**src/test/cfg_ucode.mem**
```
// Microcode image, one 64-bit word per line, bits stored in reverse order
0000_0000_0000_0000_0000_0000_0000_0000_0000_0000_0000_0000_0111_1011_0000_0011
1000_0000_0000_0000_0000_0000_0000_0000_0000_0000_0000_0000_0111_1011_0000_0011
0100_0000_0000_0000_0000_0000_0000_0000_0000_0000_0000_0000_0111_1011_0000_0011
1100_0000_0000_0000_0000_0000_0000_0000_0000_0000_0000_0000_0111_1011_0000_0011
0010_0000_0000_0000_0000_0000_0000_0000_0000_0000_0000_0000_0111_1011_0000_0011
1010_0000_0000_0000_0000_0000_0000_0000_0000_0000_0000_0000_0111_1011_0000_0011
0110_0000_0000_0000_0000_0000_0000_0000_0000_0000_0000_0000_0111_1011_0000_0011
1110_0000_0000_0000_0000_0000_0000_0000_0000_0000_0000_0000_0111_1011_0000_0011
0001_0000_0000_0000_0000_0000_0000_0000_0000_0000_0000_0000_0111_1011_0000_0011
1001_0000_0000_0000_0000_0000_0000_0000_0000_0000_0000_0000_0111_1011_0000_0011
0101_0000_0000_0000_0000_0000_0000_0000_0000_0000_0000_0000_0111_1011_0000_0011
1101_0000_0000_0000_0000_0000_0000_0000_0000_0000_0000_0000_0111_1011_0000_0011
0011_0000_0000_0000_0000_0000_0000_0000_0000_0000_0000_0000_0111_1011_0000_0011
1011_0000_0000_0000_0000_0000_0000_0000_0000_0000_0000_0000_0111_1011_0000_0011
0111_0000_0000_0000_0000_0000_0000_0000_0000_0000_0000_0000_0111_1011_0000_0011
1111_0000_0000_0000_0000_0000_0000_0000_0000_0000_0000_0000_0111_1011_0000_0011

```
**src/rtl/cfg_loader_pkg.sv**
```systemverilog
// Sizes, widths, address-field positions, register offsets and command selector codes
package cfg_loader_pkg;

  // ======================================================================
  // Sizes and widths
  // ======================================================================
  localparam int num_tiles        = 2;
  localparam int tile_id_width    = 4;
  localparam int addr_width       = 32;
  localparam int data_width       = 64;
  localparam int cfg_addr_width   = 16;
  localparam int ucode_els        = 16;
  localparam int ucode_addr_width = 4;
  localparam int max_credits      = 4;
  localparam int credit_width     = 3;
  localparam int sync_cycles      = 16;
  localparam int sync_cnt_width   = 5;  // Counts 0 to sync_cycles
  localparam int src_id_width     = 4;

  // ======================================================================
  // Address fields
  // ======================================================================
  localparam int tile_lsb  = 24;  // Tile at 27:24
  localparam int dev_lsb   = 20;  // Device at 23:20
  localparam int dev_width = 4;
  localparam logic [dev_width-1:0] cfg_dev = 4'd2;

  // ======================================================================
  // Register offsets and values
  // ======================================================================
  localparam logic [cfg_addr_width-1:0] reg_reset       = 16'h0004;
  localparam logic [cfg_addr_width-1:0] reg_freeze      = 16'h0008;
  localparam logic [cfg_addr_width-1:0] reg_domain_mask = 16'h0010;
  localparam logic [cfg_addr_width-1:0] reg_icache_mode = 16'h0020;
  localparam logic [cfg_addr_width-1:0] reg_dcache_mode = 16'h0024;
  localparam logic [cfg_addr_width-1:0] reg_cce_mode    = 16'h0028;
  localparam logic [cfg_addr_width-1:0] ucode_base      = 16'h8000;  // Word k at base + k

  localparam logic [data_width-1:0] mode_normal = 64'd1;
  localparam logic [data_width-1:0] domain_mask = 64'h0000_0000_0000_0001;

  // Which command the encoder builds, independent of controller state
  typedef enum logic [3:0] {
    sel_reset_set,
    sel_freeze_set,
    sel_reset_clr,
    sel_ucode,
    sel_icache,
    sel_dcache,
    sel_cce,
    sel_domain,
    sel_freeze_clr
  } cmd_sel_t;

endpackage

```
**src/rtl/cfg_credit_tracker.sv**
```systemverilog
// Outstanding-command counter with full and empty flags
`timescale 1ns/1ps

module cfg_credit_tracker (
  input  logic clk_i,
  input  logic reset_i,
  input  logic sent_i,
  input  logic returned_i,
  output logic credits_full_o,
  output logic credits_empty_o
);

  logic [cfg_loader_pkg::credit_width-1:0] count_r;

  assign credits_full_o  = (count_r == cfg_loader_pkg::credit_width'(cfg_loader_pkg::max_credits));
  assign credits_empty_o = (count_r == '0);

  // Send and return together cancel out
  always_ff @(posedge clk_i) begin
    if (reset_i) begin
      count_r <= '0;
    end else if (sent_i && !returned_i && !credits_full_o) begin
      count_r <= count_r + 1'b1;
    end else if (returned_i && !sent_i && !credits_empty_o) begin
      count_r <= count_r - 1'b1;
    end
  end

endmodule

```
**src/rtl/cfg_ucode_rom.sv**
```systemverilog
// Microcode boot ROM with combinational, bit-reversed read
`timescale 1ns/1ps

module cfg_ucode_rom (
  input  logic [cfg_loader_pkg::ucode_addr_width-1:0] idx_i,
  output logic [cfg_loader_pkg::data_width-1:0]       word_o
);

  logic [cfg_loader_pkg::data_width-1:0] rom [cfg_loader_pkg::ucode_els];
  logic [cfg_loader_pkg::data_width-1:0] raw_word;

  initial begin
    $readmemb("/design/src/test/cfg_ucode.mem", rom);
  end

  assign raw_word = rom[idx_i];

  // Image is stored LSB first
  always_comb begin
    for (int b = 0; b < cfg_loader_pkg::data_width; b++) begin
      word_o[b] = raw_word[cfg_loader_pkg::data_width-1-b];
    end
  end

endmodule

```
**src/rtl/cfg_cmd_encoder.sv**
```systemverilog
// Command address and data encoder for config writes
`timescale 1ns/1ps

module cfg_cmd_encoder (
  input  cfg_loader_pkg::cmd_sel_t                    cmd_sel_i,
  input  logic [cfg_loader_pkg::tile_id_width-1:0]    tile_idx_i,
  input  logic [cfg_loader_pkg::ucode_addr_width-1:0] ucode_idx_i,
  input  logic [cfg_loader_pkg::data_width-1:0]       ucode_word_i,
  output logic [cfg_loader_pkg::addr_width-1:0]       addr_o,
  output logic [cfg_loader_pkg::data_width-1:0]       data_o
);

  logic [cfg_loader_pkg::cfg_addr_width-1:0] offset;

  // Register offset and write value per selector
  always_comb begin
    offset = '0;
    data_o = '0;
    case (cmd_sel_i)
      cfg_loader_pkg::sel_reset_set: begin
        offset = cfg_loader_pkg::reg_reset;
        data_o = cfg_loader_pkg::data_width'(1);
      end
      cfg_loader_pkg::sel_freeze_set: begin
        offset = cfg_loader_pkg::reg_freeze;
        data_o = cfg_loader_pkg::data_width'(1);
      end
      cfg_loader_pkg::sel_reset_clr:  offset = cfg_loader_pkg::reg_reset;
      cfg_loader_pkg::sel_freeze_clr: offset = cfg_loader_pkg::reg_freeze;
      cfg_loader_pkg::sel_ucode: begin
        offset = cfg_loader_pkg::ucode_base
               + cfg_loader_pkg::cfg_addr_width'(ucode_idx_i);
        data_o = ucode_word_i;
      end
      cfg_loader_pkg::sel_icache: begin
        offset = cfg_loader_pkg::reg_icache_mode;
        data_o = cfg_loader_pkg::mode_normal;
      end
      cfg_loader_pkg::sel_dcache: begin
        offset = cfg_loader_pkg::reg_dcache_mode;
        data_o = cfg_loader_pkg::mode_normal;
      end
      cfg_loader_pkg::sel_cce: begin
        offset = cfg_loader_pkg::reg_cce_mode;
        data_o = cfg_loader_pkg::mode_normal;
      end
      cfg_loader_pkg::sel_domain: begin
        offset = cfg_loader_pkg::reg_domain_mask;
        data_o = cfg_loader_pkg::domain_mask;
      end
      default: begin
        offset = '0;
        data_o = '0;
      end
    endcase
  end

  // Tile, device and offset fields; upper nibble and 19:16 stay zero
  always_comb begin
    addr_o = '0;
    addr_o[cfg_loader_pkg::tile_lsb +: cfg_loader_pkg::tile_id_width] = tile_idx_i;
    addr_o[cfg_loader_pkg::dev_lsb +: cfg_loader_pkg::dev_width]      = cfg_loader_pkg::cfg_dev;
    addr_o[cfg_loader_pkg::cfg_addr_width-1:0]                        = offset;
  end

endmodule

```
**src/rtl/cfg_loader_ctrl.sv**
```systemverilog
// Bring-up FSM with tile, microcode and sync counters
`timescale 1ns/1ps

module cfg_loader_ctrl (
  input  logic                                          clk_i,
  input  logic                                          reset_i,
  input  logic                                          credits_full_i,
  input  logic                                          credits_empty_i,
  input  logic                                          cmd_yumi_i,
  output logic                                          cmd_v_o,
  output cfg_loader_pkg::cmd_sel_t                      cmd_sel_o,
  output logic [cfg_loader_pkg::tile_id_width-1:0]      tile_idx_o,
  output logic [cfg_loader_pkg::ucode_addr_width-1:0]   ucode_idx_o,
  output logic                                          done_o
);

  typedef enum logic [3:0] {
    s_idle,
    s_reset_set,
    s_freeze_set,
    s_reset_clr,
    s_ucode,
    s_icache,
    s_dcache,
    s_cce,
    s_sync,
    s_domain,
    s_freeze_clr,
    s_wait_credits,
    s_done
  } state_t;

  state_t state_r, state_n;
  state_t after_tiles;  // Where to go once the last tile is written

  logic [cfg_loader_pkg::tile_id_width-1:0]    tile_r, tile_n;
  logic [cfg_loader_pkg::ucode_addr_width-1:0] ucode_r, ucode_n;
  logic [cfg_loader_pkg::sync_cnt_width-1:0]   sync_r, sync_n;

  logic want_v;
  logic need_empty;
  logic tile_step;
  logic cmd_fire;
  logic tile_last;
  logic ucode_last;
  logic sync_done;

  assign tile_last  = (tile_r == cfg_loader_pkg::tile_id_width'(cfg_loader_pkg::num_tiles - 1));
  assign ucode_last = (ucode_r == cfg_loader_pkg::ucode_addr_width'(cfg_loader_pkg::ucode_els - 1));
  assign sync_done  = (sync_r == cfg_loader_pkg::sync_cnt_width'(cfg_loader_pkg::sync_cycles));

  // Mode and domain writes go out only with nothing in flight
  assign cmd_v_o  = want_v & ~credits_full_i & (~need_empty | credits_empty_i);
  assign cmd_fire = cmd_v_o & cmd_yumi_i;

  assign tile_idx_o  = tile_r;
  assign ucode_idx_o = ucode_r;
  assign done_o      = (state_r == s_done);

  // ======================================================================
  // Next state and counter updates
  // ======================================================================
  always_comb begin
    state_n     = state_r;
    tile_n      = tile_r;
    ucode_n     = ucode_r;
    sync_n      = sync_r;
    after_tiles = state_r;
    want_v      = 1'b0;
    need_empty  = 1'b0;
    tile_step   = 1'b0;
    cmd_sel_o   = cfg_loader_pkg::sel_reset_set;

    case (state_r)
      s_idle: state_n = s_reset_set;
      s_reset_set: begin
        want_v      = 1'b1;
        tile_step   = 1'b1;
        after_tiles = s_freeze_set;
      end
      s_freeze_set: begin
        want_v      = 1'b1;
        tile_step   = 1'b1;
        cmd_sel_o   = cfg_loader_pkg::sel_freeze_set;
        after_tiles = s_reset_clr;
      end
      s_reset_clr: begin
        want_v      = 1'b1;
        tile_step   = 1'b1;
        cmd_sel_o   = cfg_loader_pkg::sel_reset_clr;
        after_tiles = s_ucode;
      end
      s_ucode: begin
        want_v      = 1'b1;
        tile_step   = ucode_last;  // Tile moves after its last word
        cmd_sel_o   = cfg_loader_pkg::sel_ucode;
        after_tiles = s_icache;
        if (cmd_fire) begin
          ucode_n = ucode_last ? '0 : ucode_r + 1'b1;
        end
      end
      s_icache: begin
        want_v      = 1'b1;
        need_empty  = 1'b1;
        tile_step   = 1'b1;
        cmd_sel_o   = cfg_loader_pkg::sel_icache;
        after_tiles = s_dcache;
      end
      s_dcache: begin
        want_v      = 1'b1;
        need_empty  = 1'b1;
        tile_step   = 1'b1;
        cmd_sel_o   = cfg_loader_pkg::sel_dcache;
        after_tiles = s_cce;
      end
      s_cce: begin
        want_v      = 1'b1;
        need_empty  = 1'b1;
        tile_step   = 1'b1;
        cmd_sel_o   = cfg_loader_pkg::sel_cce;
        after_tiles = s_sync;
      end
      s_sync: begin  // sync_cycles + 1 idle cycles
        sync_n = sync_done ? '0 : sync_r + 1'b1;
        if (sync_done) begin
          state_n = s_domain;
        end
      end
      s_domain: begin
        want_v      = 1'b1;
        need_empty  = 1'b1;
        tile_step   = 1'b1;
        cmd_sel_o   = cfg_loader_pkg::sel_domain;
        after_tiles = s_freeze_clr;
      end
      s_freeze_clr: begin
        want_v      = 1'b1;
        tile_step   = 1'b1;
        cmd_sel_o   = cfg_loader_pkg::sel_freeze_clr;
        after_tiles = s_wait_credits;
      end
      s_wait_credits: if (credits_empty_i) state_n = s_done;
      s_done: state_n = s_done;
      default: state_n = s_idle;
    endcase

    // Shared tile loop for every per-tile command
    if (cmd_fire && tile_step) begin
      if (tile_last) begin
        tile_n  = '0;
        state_n = after_tiles;
      end else begin
        tile_n = tile_r + 1'b1;
      end
    end
  end

  always_ff @(posedge clk_i) begin
    if (reset_i) begin
      state_r <= s_idle;
      tile_r  <= '0;
      ucode_r <= '0;
      sync_r  <= '0;
    end else begin
      state_r <= state_n;
      tile_r  <= tile_n;
      ucode_r <= ucode_n;
      sync_r  <= sync_n;
    end
  end

endmodule

```
**src/rtl/cfg_loader_top.sv**
```systemverilog
// Config loader top level joining FSM, credit tracker, boot ROM and encoder
`timescale 1ns/1ps

module cfg_loader_top (
  input  logic                                      clk_i,
  input  logic                                      reset_i,
  input  logic [cfg_loader_pkg::src_id_width-1:0]   src_id_i,

  output logic                                      cmd_v_o,
  output logic [cfg_loader_pkg::addr_width-1:0]     cmd_addr_o,
  output logic [cfg_loader_pkg::data_width-1:0]     cmd_data_o,
  output logic [cfg_loader_pkg::src_id_width-1:0]   cmd_src_o,
  input  logic                                      cmd_yumi_i,

  input  logic                                      resp_v_i,
  output logic                                      done_o
);

  cfg_loader_pkg::cmd_sel_t                    cmd_sel;
  logic [cfg_loader_pkg::tile_id_width-1:0]    tile_idx;
  logic [cfg_loader_pkg::ucode_addr_width-1:0] ucode_idx;
  logic [cfg_loader_pkg::data_width-1:0]       ucode_word;
  logic                                        credits_full;
  logic                                        credits_empty;
  logic                                        cmd_sent;

  assign cmd_sent  = cmd_v_o & cmd_yumi_i;  // One transfer
  assign cmd_src_o = src_id_i;

  cfg_loader_ctrl i_ctrl (
    .clk_i          (clk_i),
    .reset_i        (reset_i),
    .credits_full_i (credits_full),
    .credits_empty_i(credits_empty),
    .cmd_yumi_i     (cmd_yumi_i),
    .cmd_v_o        (cmd_v_o),
    .cmd_sel_o      (cmd_sel),
    .tile_idx_o     (tile_idx),
    .ucode_idx_o    (ucode_idx),
    .done_o         (done_o)
  );

  cfg_credit_tracker i_credits (
    .clk_i          (clk_i),
    .reset_i        (reset_i),
    .sent_i         (cmd_sent),
    .returned_i     (resp_v_i),
    .credits_full_o (credits_full),
    .credits_empty_o(credits_empty)
  );

  cfg_ucode_rom i_rom (
    .idx_i (ucode_idx),
    .word_o(ucode_word)
  );

  cfg_cmd_encoder i_encoder (
    .cmd_sel_i   (cmd_sel),
    .tile_idx_i  (tile_idx),
    .ucode_idx_i (ucode_idx),
    .ucode_word_i(ucode_word),
    .addr_o      (cmd_addr_o),
    .data_o      (cmd_data_o)
  );

endmodule

```
**config.mk**
```make
export PLATFORM = sky130hd
export DESIGN_NAME = cfg_loader_top
export DESIGN_NICKNAME = d
export VERILOG_FILES = /design/src/rtl/cfg_loader_pkg.sv /design/src/rtl/cfg_credit_tracker.sv /design/src/rtl/cfg_ucode_rom.sv /design/src/rtl/cfg_cmd_encoder.sv /design/src/rtl/cfg_loader_ctrl.sv /design/src/rtl/cfg_loader_top.sv
export SDC_FILE = /design/constraint.sdc
export NUM_CORES = 1
export LEC_CHECK = 0
export BUFFER_PORTS_ARGS = -buffer_cell sky130_fd_sc_hd__buf_4
export CAP_MARGIN = 20
export CORE_MARGIN = 1.5
export CORE_UTILIZATION = 41
export DETAILED_ROUTE_END_ITERATION = 10
export PLACE_DENSITY_LB_ADDON = 0.25
export REMOVE_ABC_BUFFERS = 1
export SYNTH_ARGS = -nofsm -noshare
export SYNTH_HDL_FRONTEND = slang
export SYNTH_SLANG_ARGS = --single-unit
```
**constraint.sdc**
```tcl
create_clock -name clk_i -period 2.25 [get_ports clk_i]
set_input_delay 0.225 -clock clk_i [delete_from_list [all_inputs] [get_ports clk_i]]
set_output_delay 0.225 -clock clk_i [all_outputs]
set_load 0.01 [all_outputs]
```
==> results.cfg <==
[outcome]
outcome = finished, final reports clean

[cts]
clk_latency_ns = 0.26
cts_tree = built
cts_root_buf = clkbuf_8
cts_buffers = 3
cts_setup_buffers = 0
cts_max_path_buffers = 2
cts.htree.levels = 1
clk_pin_slew_ns = 0.08
cts_sinks = 20

[place]
place_congestion = 0.833
portBuffers = 17
placed_area_um2 = 2000
dpl.hpwl_um = 2830

[worst_hold_path]
hold_path_end = i_ctrl.state_r[0]
hold_depth = 2
hp-start = reset_i
worstHoldPathType = primary input to register

[critical_path]
crit-reg2reg-capture = i_credits.count_r[2]
cp_data_arrival_time_ns = 2.34
reg2regPathDepth = 9
path_max_fanout = 4
critPathKind = register to register
r2r_start = i_ctrl.state_r[0]
ff2ff_setup_slack_ns = 0.06
required_ns = 2.40
end_kind = register
cp-start-kind = register

[grt]
grt_max_degree = 21
first_global_vias = 1113
grt_first_pass_wirelength_um = 5440
antenna_found_initial = 0
grt_overflow_total = 0
grt_util_all_layers = 0.127

[yosys]
ys_top_cells_by_count = buf_4 (90), dfxtp_1 (20), nor2_1 (20)
synth_most_common_cell = buf_4
synth_edf_count = 0
netlist_area_um2 = 2040
yosys.area.top_type_share = 0.331
ys_seq_elements = 20
yosysWarnings = 0
yosys.cell_types.count = 55
yosysTopAreaCell = buf_4
synth_top_flop_cell = dfxtp_1
yosysSeqAreaShare = 0.196
synthCells = 248
synthArstFlopShare = 0
netlist_top_cells_area = buf_4 (33%), dfxtp_1 (20%), nor2_1 (3.7%)
syn_area_per_cell_um2 = 8.23

[sta]
skew_ns = 0.00798
period_needed_ns = 2.19
setup_viol = 0
slew_viol_final = 0
slew_headroom = 0.628
setup_tns_ns = 0
worst_pin_slew_ns = 0.550
finalHoldViolations = 0
rsz0062_at_grt = yes
layout_worst_path_cycle_share = 0.972
fmax_ghz = 0.457

[finish]
drive_above_1_share = 0.220
stdcell_area_um2 = 2080
final_core_utilization = 0.437
antennaDiodeCount = 0
nNetsFinal = 290
area_growth_pct = 1.84

[routing]
drt_iter0_drc = 79
routedWlPerCell_um = 10.6
antenna_left = 0
vias = 1489
drt-total-wl_um = 3640
firstDrtPassIters = 4
viasPerCell = 4.33
drcViolationCount = 0

[floorplan]
fp.dieH_um = 73.6
die_w_um = 73.6
start_util = 0.429
core_area_um2 = 4750
placementRows = 25
die_area_um2 = 5410
io_pins = 110

[pwr]
cellLeakagePower_uw = 0.000951
ir_drop_uv = 377
power.density_nw_per_um2 = 675

[run]
cap_violations = 0
==> worst max-delay path by stage <==
stage / startpoint / end / slack [ns] / depth (start not counted)
floorplan: i_ctrl.state_r[2] / i_credits.count_r[2] / -0.59 / 8
global placement: i_ctrl.state_r[1] / i_credits.count_r[2] / -0.08 / 8
detailed placement: i_ctrl.state_r[1] / i_credits.count_r[2] / -0.14 / 8
CTS: i_ctrl.state_r[0] / i_credits.count_r[2] / -0.001 / 9
global route: i_ctrl.state_r[0] / i_credits.count_r[2] / -0.06 / 9
finish: i_ctrl.state_r[0] / i_credits.count_r[2] / 0.06 / 9
==> per-layer routing <==
layer  routed length, um  GRT usage
met1                1630      0.173
met2                1710      0.204
met4                  55     0.0494
met5                   0          0
met3                 241     0.0151
==> kinds of logic after synthesis <==
kind of cell	Yosys count	share of synthesized area
buffers and inverters	104	0.373
AND/OR/NAND/NOR	55	0.146
AO/OA/AOI/OAI	50	0.194
flip-flops	20	0.196
XOR/XNOR	8	0.0343
multiplexers	5	0.0251
adder cells (fa/ha/maj)	4	0.0282
other	2	0.00368
==> state kept, by name, summed over array words and instances (netlist names) <==
name                cells
i_ctrl.state_r          4
i_ctrl.tile_idx_o       4
i_ctrl.ucode_idx_o      4
i_ctrl.sync_r           5
i_credits.count_r       3
==> repair_timing <==
action,CTS,global route
pin swaps,7,2
setup endpoints to repair,1,1
resized for setup,5,4
hold buffers,0,0
==> power by group <==
part,switching (uW),internal (uW),total [uW]
Sequential,34.5,391,426
Clock,125,156,281
Combinational,412,285,697
Total,571,832,1400
==> per-stage QoR <==
step / hold slack [ns] / total power (uW) / std cells / worst slack, ns
after global routing: 0.295 / 1490 / 344 / -0.0585
after global placement: 0.450 / 1090 / 340 / -0.0759
after CTS: 0.276 / 1400 / 344 / -0.00108
after detailed placement: 0.450 / 1100 / 340 / -0.136
after floorplan: 0.294 / 843 / 234 / -0.587
final: 0.289 / 1400 / 344 / 0.0625
==> critical path, stage by stage, from the launching register on <==
cell and delay, ns:
dfxtp_2 0.34, buf_6 0.12, a21o_4 0.20, a221oi_4 0.22, o21a_1 0.19, nand2_2 0.06
fa_2 0.33, a2111o_1 0.36, a21boi_1 0.18, nor3_2 0.06
==> layout make-up <==
type	count	area (um2)
Fill cell	500	2680
Multi-Input combinational cell	206	1210
Sequential cell	20	404
Timing Repair Buffer	39	297
Tap cell	67	83.8
Clock buffer	4	55.1
Inverter	8	30.0
==> cells in the final DEF (no fill, tap or decap), drive strengths merged, types with 2 or more instances in the layout <==
master / instances
nand2: 10
dfxtp: 20
o22ai: 2
buf: 39
nor3: 3
and2: 3
nor2: 22
nand3: 2
nand2b: 2
xor2: 6
clkbuf: 4
nand4: 3
xnor2: 2
a211oi: 3
inv: 8
o211ai: 3
a221oi: 3
conb: 84
or3b: 2
ha: 3
a21boi: 2
o2111ai: 5
a21oi: 11
mux2i: 4
o21ai: 9
No activity file was read; power rests on OpenSTA's default activity.
